**config.mk**
```make
export PLATFORM = sky130hd
export DESIGN_NAME = ooo_commit_top
export DESIGN_NICKNAME = d
export VERILOG_FILES = /design/src/ooo_commit_pkg.sv /design/src/dispatch_steer.sv /design/src/arith_unit.sv /design/src/mul_unit.sv /design/src/completion_buffer.sv /design/src/ooo_commit_top.sv
export SDC_FILE = /design/constraint.sdc
export NUM_CORES = 2
export LEC_CHECK = 0
export ABC_AREA = 1
export BUFFER_PORTS_ARGS = -buffer_cell sky130_fd_sc_hd__buf_2
export CAP_MARGIN = 10
export CORE_MARGIN = 2
export CORE_UTILIZATION = 58
export DETAILED_ROUTE_END_ITERATION = 10
export PLACE_DENSITY_LB_ADDON = 0.3
export RECOVER_POWER = 25
export SETUP_SLACK_MARGIN = 0.1
export SYNTH_ARGS = -nofsm -noshare
export SYNTH_HDL_FRONTEND = slang
export SYNTH_SLANG_ARGS = --single-unit
```
**constraint.sdc**
```tcl
create_clock -name CLK -period 3.6 [get_ports CLK]
set_clock_uncertainty 0.15 [all_clocks]
set_input_delay 0.54 -clock CLK [delete_from_list [all_inputs] [get_ports CLK]]
set_output_delay 0.54 -clock CLK [all_outputs]
set_load 0.05 [all_outputs]
```
**src/ooo_commit_pkg.sv**
```systemverilog
package ooo_commit_pkg;

  // Completion buffer size and the widths derived from it
  localparam int CB_DEPTH = 8;
  localparam int CB_IDX_W = $clog2(CB_DEPTH);

  // Entry index into the buffer
  typedef logic [CB_IDX_W-1:0] cb_idx_t;

  // Index plus wrap bit, so full and empty can be told apart
  typedef logic [CB_IDX_W:0] cb_ptr_t;

  // Opcodes seen at dispatch
  typedef enum logic [2:0] {
    OP_NOP     = 3'd0,
    OP_ADD     = 3'd1,
    OP_SUB     = 3'd2,
    OP_XOR     = 3'd3,
    OP_MUL     = 3'd4,
    OP_ILLEGAL = 3'd5
  } opcode_t;

  // Instruction as presented on the dispatch port, 104 bits
  typedef struct packed {
    opcode_t     op;
    logic [4:0]  rd;
    logic [31:0] a;
    logic [31:0] b;
    logic [31:0] pc;
  } dispatch_req_t;

  // Issue to one functional unit, tagged with its buffer entry
  typedef struct packed {
    logic        valid;
    opcode_t     op;
    cb_idx_t     idx;
    logic [31:0] a;
    logic [31:0] b;
  } fu_issue_t;

  // Result strobe from a unit back into the buffer
  typedef struct packed {
    logic        valid;
    cb_idx_t     idx;
    logic [4:0]  rd;
    logic [31:0] data;
    logic        exception;
  } fu_result_t;

  // Architectural writeback at commit
  typedef struct packed {
    logic        valid;
    logic        wen;
    logic [4:0]  rd;
    logic [31:0] data;
  } commit_t;

  // Payload part of a buffer entry
  typedef struct packed {
    logic [4:0]  rd;
    logic [31:0] pc;
    logic [31:0] data;
  } cb_payload_t;

endpackage

```
**src/dispatch_steer.sv**
```systemverilog
`timescale 1ns/1ps

module dispatch_steer (
  input  logic                          dispatch_valid,
  input  ooo_commit_pkg::dispatch_req_t dispatch,
  input  logic                          dispatch_ready,
  input  ooo_commit_pkg::cb_idx_t       tail_idx,
  output logic                          alloc_ena,
  output logic [4:0]                    alloc_rd,
  output logic [31:0]                   alloc_pc,
  output ooo_commit_pkg::fu_issue_t     arith_issue,
  output ooo_commit_pkg::fu_issue_t     mul_issue
);

  logic accept;
  logic is_mul;

  // NOPs are dropped here and never take an entry
  assign accept = dispatch_valid & dispatch_ready &
                  (dispatch.op != ooo_commit_pkg::OP_NOP);

  assign is_mul = (dispatch.op == ooo_commit_pkg::OP_MUL);

  // Allocation at the tail of the buffer
  assign alloc_ena = accept;
  assign alloc_rd  = dispatch.rd;
  assign alloc_pc  = dispatch.pc;

  always_comb begin
    // Both ports see the same tagged payload
    arith_issue.op  = dispatch.op;
    arith_issue.idx = tail_idx;
    arith_issue.a   = dispatch.a;
    arith_issue.b   = dispatch.b;
    mul_issue.op    = dispatch.op;
    mul_issue.idx   = tail_idx;
    mul_issue.a     = dispatch.a;
    mul_issue.b     = dispatch.b;
    // Only one of them is strobed
    // Illegal opcodes go to arith, which raises the exception
    arith_issue.valid = accept & ~is_mul;
    mul_issue.valid   = accept & is_mul;
  end

endmodule

```
**src/arith_unit.sv**
```systemverilog
`timescale 1ns/1ps

module arith_unit (
  input  logic                       CLK,
  input  logic                       nRST,
  input  logic                       flush,
  input  ooo_commit_pkg::fu_issue_t  issue,
  input  logic [4:0]                 issue_rd,
  output ooo_commit_pkg::fu_result_t result
);

  logic                    valid_q;
  ooo_commit_pkg::cb_idx_t idx_q;
  logic [4:0]              rd_q;
  logic [31:0]             data_q;
  logic                    exc_q;

  logic [31:0] alu_out;
  logic        alu_exc;

  // Opcode decode and ALU
  always_comb begin
    alu_out = '0;
    alu_exc = 1'b0;
    case (issue.op)
      ooo_commit_pkg::OP_ADD: alu_out = issue.a + issue.b;
      ooo_commit_pkg::OP_SUB: alu_out = issue.a - issue.b;
      ooo_commit_pkg::OP_XOR: alu_out = issue.a ^ issue.b;
      // OP_ILLEGAL and unknown encodings trap with zero data
      default: alu_exc = 1'b1;
    endcase
  end

  // Result strobe, killed by flush
  always_ff @(posedge CLK, negedge nRST) begin
    if (!nRST) begin
      valid_q <= 1'b0;
    end else if (flush) begin
      valid_q <= 1'b0;
    end else begin
      valid_q <= issue.valid;
    end
  end

  // Result payload
  always_ff @(posedge CLK) begin
    if (issue.valid) begin
      idx_q  <= issue.idx;
      rd_q   <= issue_rd;
      data_q <= alu_out;
      exc_q  <= alu_exc;
    end
  end

  assign result = '{valid: valid_q, idx: idx_q, rd: rd_q, data: data_q, exception: exc_q};

endmodule

```
**src/mul_unit.sv**
```systemverilog
`timescale 1ns/1ps

module mul_unit (
  input  logic                       CLK,
  input  logic                       nRST,
  input  logic                       flush,
  input  ooo_commit_pkg::fu_issue_t  issue,
  input  logic [4:0]                 issue_rd,
  output ooo_commit_pkg::fu_result_t result
);

  // Stage valids, index 0 is the first stage
  logic [2:0]              valid_q;
  ooo_commit_pkg::cb_idx_t idx_q [3];
  logic [4:0]              rd_q  [3];

  // Partial products of the 16-bit halves
  logic [31:0] lh_full;
  logic [31:0] hl_full;
  logic [31:0] s1_ll;
  logic [15:0] s1_lh;
  logic [15:0] s1_hl;
  logic [31:0] s2_ll;
  logic [15:0] s2_cross;
  logic [31:0] s3_prod;

  // Only the low 16 bits of the cross terms reach the low word
  assign lh_full = issue.a[15:0] * issue.b[31:16];
  assign hl_full = issue.a[31:16] * issue.b[15:0];

  always_ff @(posedge CLK, negedge nRST) begin
    if (!nRST) begin
      valid_q <= '0;
    end else if (flush) begin
      // Every multiply in flight is younger than the trap
      valid_q <= '0;
    end else begin
      valid_q <= {valid_q[1:0], issue.valid & (issue.op == ooo_commit_pkg::OP_MUL)};
    end
  end

  always_ff @(posedge CLK) begin
    // Stage 1 forms the partial products
    idx_q[0] <= issue.idx;
    rd_q[0]  <= issue_rd;
    s1_ll    <= issue.a[15:0] * issue.b[15:0];
    s1_lh    <= lh_full[15:0];
    s1_hl    <= hl_full[15:0];
    // Stage 2 sums the cross terms
    idx_q[1] <= idx_q[0];
    rd_q[1]  <= rd_q[0];
    s2_ll    <= s1_ll;
    s2_cross <= s1_lh + s1_hl;
    // Stage 3 shifts the cross sum in and adds
    idx_q[2] <= idx_q[1];
    rd_q[2]  <= rd_q[1];
    s3_prod  <= s2_ll + {s2_cross, 16'h0000};
  end

  // Multiply never traps
  assign result = '{valid: valid_q[2], idx: idx_q[2], rd: rd_q[2], data: s3_prod,
                    exception: 1'b0};

endmodule

```
**src/completion_buffer.sv**
```systemverilog
`timescale 1ns/1ps

module completion_buffer (
  input  logic                       CLK,
  input  logic                       nRST,
  input  logic                       alloc_ena,
  input  logic [4:0]                 alloc_rd,
  input  logic [31:0]                alloc_pc,
  input  ooo_commit_pkg::fu_result_t arith_res,
  input  ooo_commit_pkg::fu_result_t mul_res,
  output ooo_commit_pkg::cb_idx_t    tail_idx,
  output logic                       dispatch_ready,
  output logic                       flush,
  output ooo_commit_pkg::commit_t    commit,
  output logic                       exception,
  output logic [31:0]                epc
);

  // Pointers carry one extra wrap bit above the index
  ooo_commit_pkg::cb_ptr_t head;
  ooo_commit_pkg::cb_ptr_t tail;
  ooo_commit_pkg::cb_idx_t head_sel;
  ooo_commit_pkg::cb_idx_t tail_sel;

  // Per-entry control flags
  logic [ooo_commit_pkg::CB_DEPTH-1:0] busy;
  logic [ooo_commit_pkg::CB_DEPTH-1:0] done;
  logic [ooo_commit_pkg::CB_DEPTH-1:0] excp;

  // Per-entry rd, pc and result data
  ooo_commit_pkg::cb_payload_t payload [ooo_commit_pkg::CB_DEPTH];

  logic full;
  logic move_head;
  logic move_tail;

  assign head_sel = head[ooo_commit_pkg::CB_IDX_W-1:0];
  assign tail_sel = tail[ooo_commit_pkg::CB_IDX_W-1:0];
  assign tail_idx = tail_sel;

  // Same index but different wrap bit means every entry is taken
  assign full = (head_sel == tail_sel) &&
                (head[ooo_commit_pkg::CB_IDX_W] != tail[ooo_commit_pkg::CB_IDX_W]);

  // Finished head entry that trapped flushes everything
  assign flush     = busy[head_sel] & done[head_sel] & excp[head_sel];
  assign exception = flush;
  assign epc       = payload[head_sel].pc;

  // No new work while full or while the flush is in progress
  assign dispatch_ready = ~full & ~flush;

  // Head commits as soon as its result is in and clean
  always_comb begin
    commit.valid = busy[head_sel] & done[head_sel] & ~excp[head_sel];
    commit.rd    = payload[head_sel].rd;
    commit.data  = payload[head_sel].data;
    // x0 is never written back
    commit.wen   = commit.valid & (payload[head_sel].rd != 5'd0);
  end

  assign move_head = commit.valid;
  assign move_tail = alloc_ena & dispatch_ready;

  // Pointers and control flags
  always_ff @(posedge CLK, negedge nRST) begin
    if (!nRST) begin
      head <= '0;
      tail <= '0;
      busy <= '0;
      done <= '0;
      excp <= '0;
    end else if (flush) begin
      // Drop every outstanding entry, older ones already retired
      head <= '0;
      tail <= '0;
      busy <= '0;
      done <= '0;
      excp <= '0;
    end else begin
      if (move_tail) begin
        busy[tail_sel] <= 1'b1;
        done[tail_sel] <= 1'b0;
        excp[tail_sel] <= 1'b0;
        tail           <= tail + 1'b1;
      end
      // Results land out of order at their own index
      if (arith_res.valid) begin
        done[arith_res.idx] <= 1'b1;
        excp[arith_res.idx] <= arith_res.exception;
      end
      if (mul_res.valid) begin
        done[mul_res.idx] <= 1'b1;
        excp[mul_res.idx] <= mul_res.exception;
      end
      // Retired entry is freed for reuse
      if (move_head) begin
        busy[head_sel] <= 1'b0;
        done[head_sel] <= 1'b0;
        excp[head_sel] <= 1'b0;
        head           <= head + 1'b1;
      end
    end
  end

  // Entry payload, qualified by the flags above
  always_ff @(posedge CLK) begin
    if (move_tail) begin
      payload[tail_sel].rd <= alloc_rd;
      payload[tail_sel].pc <= alloc_pc;
    end
    // rd comes back with the result and matches the allocated one
    if (arith_res.valid) begin
      payload[arith_res.idx].rd   <= arith_res.rd;
      payload[arith_res.idx].data <= arith_res.data;
    end
    if (mul_res.valid) begin
      payload[mul_res.idx].rd   <= mul_res.rd;
      payload[mul_res.idx].data <= mul_res.data;
    end
  end

endmodule

```
**src/ooo_commit_top.sv**
```systemverilog
`timescale 1ns/1ps

module ooo_commit_top (
  input  logic                          CLK,
  input  logic                          nRST,
  input  logic                          dispatch_valid,
  input  ooo_commit_pkg::dispatch_req_t dispatch,
  output logic                          dispatch_ready,
  output ooo_commit_pkg::commit_t       commit,
  output logic                          exception,
  output logic [31:0]                   epc
);

  // Steer to buffer
  logic                    alloc_ena;
  logic [4:0]              alloc_rd;
  logic [31:0]             alloc_pc;
  ooo_commit_pkg::cb_idx_t tail_idx;

  // Steer to units, units to buffer
  ooo_commit_pkg::fu_issue_t  arith_issue;
  ooo_commit_pkg::fu_issue_t  mul_issue;
  ooo_commit_pkg::fu_result_t arith_res;
  ooo_commit_pkg::fu_result_t mul_res;
  logic                       flush;

  dispatch_steer u_steer (
    .dispatch_valid (dispatch_valid),
    .dispatch       (dispatch),
    .dispatch_ready (dispatch_ready),
    .tail_idx       (tail_idx),
    .alloc_ena      (alloc_ena),
    .alloc_rd       (alloc_rd),
    .alloc_pc       (alloc_pc),
    .arith_issue    (arith_issue),
    .mul_issue      (mul_issue)
  );

  // rd rides along with the issue straight from the request
  arith_unit u_arith (
    .CLK      (CLK),
    .nRST     (nRST),
    .flush    (flush),
    .issue    (arith_issue),
    .issue_rd (dispatch.rd),
    .result   (arith_res)
  );

  mul_unit u_mul (
    .CLK      (CLK),
    .nRST     (nRST),
    .flush    (flush),
    .issue    (mul_issue),
    .issue_rd (dispatch.rd),
    .result   (mul_res)
  );

  completion_buffer u_cb (
    .CLK            (CLK),
    .nRST           (nRST),
    .alloc_ena      (alloc_ena),
    .alloc_rd       (alloc_rd),
    .alloc_pc       (alloc_pc),
    .arith_res      (arith_res),
    .mul_res        (mul_res),
    .tail_idx       (tail_idx),
    .dispatch_ready (dispatch_ready),
    .flush          (flush),
    .commit         (commit),
    .exception      (exception),
    .epc            (epc)
  );

endmodule

```
### Word-level counts from Yosys, hierarchy flattened

Memory sizes are Yosys's and may differ from the RTL's.
Index checks and enable logic that the tools add are counted.

* $lt $le $gt $ge: 8
* bitwise gates (word level): 28
* $add $sub $neg: 6
* reduce and logical (&&, ||, !) cells: 10
* $mul: 3
* mux-type cells: 49
* eq/ne operators: 6

Operators by type and width (number)
* $mux W8: 20
* $pmux W32 S3: 1
* $add A32 B32 Y32: 2
* $and A8 B8 Y8: 6
* $mul A16 B16 Y16: 2
* $mul A16 B16 Y32: 1
* $sub A32 B32 Y32: 1
* $xor A32 B32 Y32: 1
* $not A8 Y8: 3
* $or A8 B8 Y8: 3
* $add A16 B16 Y16: 1
* $lt A3 B4 Y1 const B: 4
* $mux W4: 4
* $mux W1: 15
* $demux W1 S3: 4
* $ge A3 B1 Y1 const B: 4
* $and A1 B1 Y1: 11
* $bmux W1 S3: 3
* $add A4 B1 Y4 const B: 2
* $bwmux W8: 1
* $eq A3 B2 Y1 const B: 2
* $logic_and A1 B1 Y1: 5
* $reduce_bool A5 Y1: 1
* $not A1 Y1: 4
* other kinds (8): 9

* logic and storage cells: 130
* input port bits: 107
* register bits: 221
* RAM bits: 576
* output and inout port bits: 73
* memories kept: 3

Memories
* u_cb.payload: words 8, bits a word 69, rd ports 1, clocked after memory_dff 0, wr ports 3, RTL line completion_buffer.sv:31 `ooo_commit_pkg::cb_payload_t payload [ooo_commit_pkg::CB_DEPTH];`
* u_mul.rd_q: words 3, bits a word 5, rd ports 3, clocked after memory_dff 0, wr ports 3, RTL line mul_unit.sv:15 `logic [4:0] rd_q [3];`
* u_mul.idx_q: words 3, bits a word 3, rd ports 3, clocked after memory_dff 0, wr ports 3, RTL line mul_unit.sv:14 `ooo_commit_pkg::cb_idx_t idx_q [3];`

### Longest topological paths before layout

* depth in word-level cells: 20
* gate-level depth with buffers: 29
* mapped depth without buffers: 27

### Modules after synthesis

From an unflattened synthesis, not the netlist that was laid out.

* cells, all modules: 6419
* area, all modules: 55293.0 um2

Modules (own cells, without submodules)
* completion_buffer: area each 26392.8 um2, cells an instance 2585, times used 1
* mul_unit: area each 22308.9 um2, cells an instance 2816, times used 1
* arith_unit: area each 5223.8 um2, cells an instance 831, times used 1
* dispatch_steer: area each 1367.6 um2, cells an instance 187, times used 1

### Worst setup path before layout

OpenSTA, ideal clock, no wires.

* path kind: in2reg
* start point: input port dispatch[34] in the netlist's numbering
* end point: register u_mul.s1_ll[25]
* stages: 23
* library setup time: 0.072 ns
* setup slack: -2.390 ns
* data required time: 3.378 ns
* arrival: 5.769 ns
* path through: clkbuf_1 clkbuf_1 buf_1 nand2_1 fa_1 fa_1 inv_1 fa_1 inv_1 fa_1 fa_1 fa_1 inv_1 ha_1 nand2_1 inv_1 nand2_1 nor3_1 nand4_1 nand3_1 nand2_1 nand2_1 xor2_1

* cells in the longest elaborated chain, start to end: 1

Ends and longest elaborated chain
* start, declared: RTL line ooo_commit_top.sv:7 `input ooo_commit_pkg::dispatch_req_t dispatch,`
* $mul A16 B16 Y32: RTL line mul_unit.sv:46 `s1_ll <= issue.a[15:0] * issue.b[15:0];`
* end signal, assigned: RTL line mul_unit.sv:46
* end, declared: RTL line mul_unit.sv:20 `logic [31:0] s1_ll;`

No other way between the ends.
A chain may end at the register's enable or synchronous reset.

### Worst setup path after layout

* start point: input port dispatch[64] in the netlist's numbering
* end point: register u_mul.s1_ll[26]

Same word-level chain as after synthesis.

==> results.ini <==
[outcome]
outcome=complete, but fails checks
violations=capacitance limit, slew limit, setup timing

[yosys]
synth_warnings=0
async_flop_share_pct=4.52
netlist_area_um2=53700
synth_seq_cells=797
syn_inst=6232
synth_fp_nets=6978
synth_top_cell_by_area=edfxtp_1
synth_edf_count=593
synth_top_area_share_pct=33.2
ys_types=47
synth_area_leaders=edfxtp_1 (33%), fa_1 (13%), nand2_1 (9.4%), inv_1 (7.3%), ha_1 (6.6%)
ys_seq_area_share_pct=41.1
avgSynthCellArea_um2=8.61
synth_top_flop_cell=edfxtp_1

[power_and_ir_drop]
power_frac_seq_pct=19.2
p_leak_uw=0.0310
sw_frac_of_total_pct=46.8
clock_power_share_pct=12.0
power.switching_uw=33200
ir_worst_vdd_v=0.00182
pwr_density_cell_nw_per_um2=1050
p_comb_share_pct=68.9
p_int_uw=37800
finalPower_uw=71000

[grt]
grt_overflow=0
grt_usage_pct=35.5
antenna_found_initial=2
grt_pass1_wl_mm=257
grt_pass1_vias=46357
grt_max_degree=125

[route]
ant_nets=0
highest_layer=met5
vias_per_cell=5.70
post_drt_wl_per_cell_um=21.2
routed_wl_mm=173
num_vias=46454
drc=0
wl_met2_mm=83.2
dr_wl_met3_mm=15.6
dr.pass1.iters=6
drt_iter0_markers=4754
m1WireLength_mm=62.4

[timing]
post-route-period-util_pct=139
hold_violations=0
worstMarginPinSlew_ps=2100
fmax_mhz=200
fin_ws_ps=-1400
fin_crit_ps=5000
slew_headroom_pct=-40.3
slew_viol_final=37
grt_setup_unrepaired=true
setup_viol=47

[die]
io_pins=180
row_count=111
initial_core_util_pct=58.5
dieArea_um2=95000
core-area_um2=91700
die_x_um=308
die_y_um=308

[layout]
layout-drive-gt1-share_pct=22.3
seqCellArea_um2=22100
synthToLayoutAreaGrowth_pct=25.9
fin_cells=8144
n_antenna_cell=0
num-nets-final=7638
nFillCells=6329
fin_util_pct=73.7
multi_input_area_um2=29600

[place]
dpl_worst_slack_ps=-2190
port_buffers=179
post-place-cells=7869
hpwl_mm=120
gp_congestion=1.05

[setup_path]
endpoint_kind=register
worstPathRequired_ps=4040
r2r_slack_ps=550
crit_type=in -> reg
cp_max_fo=8
crit_path_start_kind=primary input
critPathArrivalTime_ps=5440

[min_path]
hold_path_class=in -> reg

[clock_network]
numCtsBuffers=81
htree_num_levels=3
clock-sinks=797
clk_path_buf_depth=3
cts_root_buf=clkbuf_16
cts_tree=yes
path_clk_slew_ps=60
clk_latency_ps=660

[run]
max-cap-violations=1

[critical path: stages]
cell      delay [ps]
buf_2            150
buf_4            160
clkbuf_1         290
clkbuf_1         410
nand2_1          100
inv_1             90
ha_1             170
ha_1             150
inv_1             60
fa_2             570
inv_2             50
ha_4             210
fa_1             540
inv_1             60
fa_1             490
inv_2             50
ha_4             320
nand2_1          110
nor2_1           180
nand2_1          100
nand2_1           80
nand2_2           50
nand3_2          120
buf_6            120
nand2_2           40
nand2_2           70
xor2_1           160
[per-stage QoR]
stage,hold WS [ps],instance area [um^2],setup TNS [ps]
finish,92.7,67600,-46920
global route,102,67600,-52340
CTS,0.488,65100,-41570
detailed placement,162,60400,-106870
global placement,160,60400,-103550
floorplan,94.4,55300,-56530
[layout make-up]
| cell class | instances | area share (%) |
|---|---|---|
| multi-input combinational | 4084 | 43.8 |
| sequential | 797 | 32.7 |
| timing repair buffer | 873 | 11.4 |
| inverter | 1055 | 5.94 |
| clock buffer | 115 | 3.36 |
| tap | 1186 | 2.20 |
| clock inverter | 34 | 0.630 |
[flip-flops by register name, summed over array words and instances (netlist names)]
name	count
u_arith.data_q	32
u_arith.exc_q	1
u_arith.idx_q	3
u_arith.rd_q	5
u_arith.valid_q	1
u_cb.busy	8
u_cb.done	8
u_cb.excp	8
u_cb.head	4
u_cb.payload	552
u_cb.tail	4
u_mul.idx_q	9
u_mul.rd_q	15
u_mul.s1_hl	16
u_mul.s1_lh	16
u_mul.s1_ll	32
u_mul.s2_cross	16
u_mul.s2_ll	32
u_mul.s3_prod	32
u_mul.valid_q	3
[routing by layer]
metal,GRT usage (%),vias to the layer above
met5,0,-
met4,20.8,4
met3,5.54,686
met2,60.5,2471
met1,42.8,22164
li1,-,21129
[worst paths after layout]
path	from	endpoint	depth (start not counted)
max in group asynchronous	nRST	u_cb.head[0]	2
worst max-delay path	dispatch[64]	u_mul.s1_ll[26]	27
worst min register to register	u_mul.s1_ll[24]	u_mul.s2_ll[24]	0
min in group asynchronous	nRST	u_cb.busy[6]	2
worst max register to register	u_cb.head[2]	u_cb.payload[7][64]	9
worst min-delay path	dispatch_valid	u_arith.valid_q	3
[placed cells by master (no fill, tap or decap), types with 33 or more instances in the layout]
master / netlist / final
inv_2: 6 / 127
dfrtp_1: 36 / 33
nor2_1: 736 / 681
nand3_1: 147 / 115
buf_2: 24 / 88
xnor2_1: 44 / 40
edfxtp_1: 593 / 593
ha_1: 282 / 202
dfxtp_1: 168 / 168
buf_12: 0 / 53
clkbuf_1: 221 / 70
o21ai_0: 657 / 628
a21oi_1: 180 / 116
nor2_4: 6 / 40
a21oi_2: 0 / 44
nand2_2: 1 / 84
xor2_1: 94 / 79
ha_4: 0 / 64
buf_4: 3 / 511
fa_1: 357 / 331
nand2_4: 0 / 56
clkbuf_16: 0 / 90
buf_6: 2 / 104
inv_1: 1049 / 914
nand2_1: 1341 / 1200
o2111ai_1: 71 / 68
dlygate4sd3_1: 0 / 37
[what timing repair did]
item,4_1_cts,5_1_grt
resized for setup,410,490
buffers inserted,35,62
endpoints found under the setup margin,118,131
pin swaps,159,281
endpoints found under the hold margin,291,0
gates cloned,2,6
hold buffers,37,0
[kinds of logic (layout without fill, tap and decap cells)]
kind of cell / after synthesis / after routing / synth area share (%)
simple gates: 2330 / 2330 / 17.2
buf+inv: 1351 / 2077 / 9.56
compound gates: 977 / 977 / 9.93
flops: 797 / 797 / 41.1
fa+ha+maj: 639 / 639 / 19.9
xor+xnor: 138 / 138 / 2.25
[synthesized netlist by cell type, drive strengths merged (9+ instances only)]
cell type and n:
nand2 1342, inv 1055, nor2 749, o21ai 657, edfxtp 593, fa 357, ha 282, clkbuf 221
a21oi 180, dfxtp 168, nand3 149, xor2 94, buf 75, o2111ai 71, xnor2 44, dfrtp 36
nand4 30, nor3 21, o21bai 19, nand3b 16, a21o 9, or2 9
[power groups by stage]
stage | Clock, uW | Combinational [uW] | Sequential, uW
global placement | 0 | 38000 | 13700
detailed placement | 0 | 38700 | 13800
global route | 8910 | 52300 | 13700
floorplan | 0 | 24500 | 13200
CTS | 8550 | 42400 | 13600
finish | 8500 | 48900 | 13600
No activity file was read; power rests on OpenSTA's default activity.
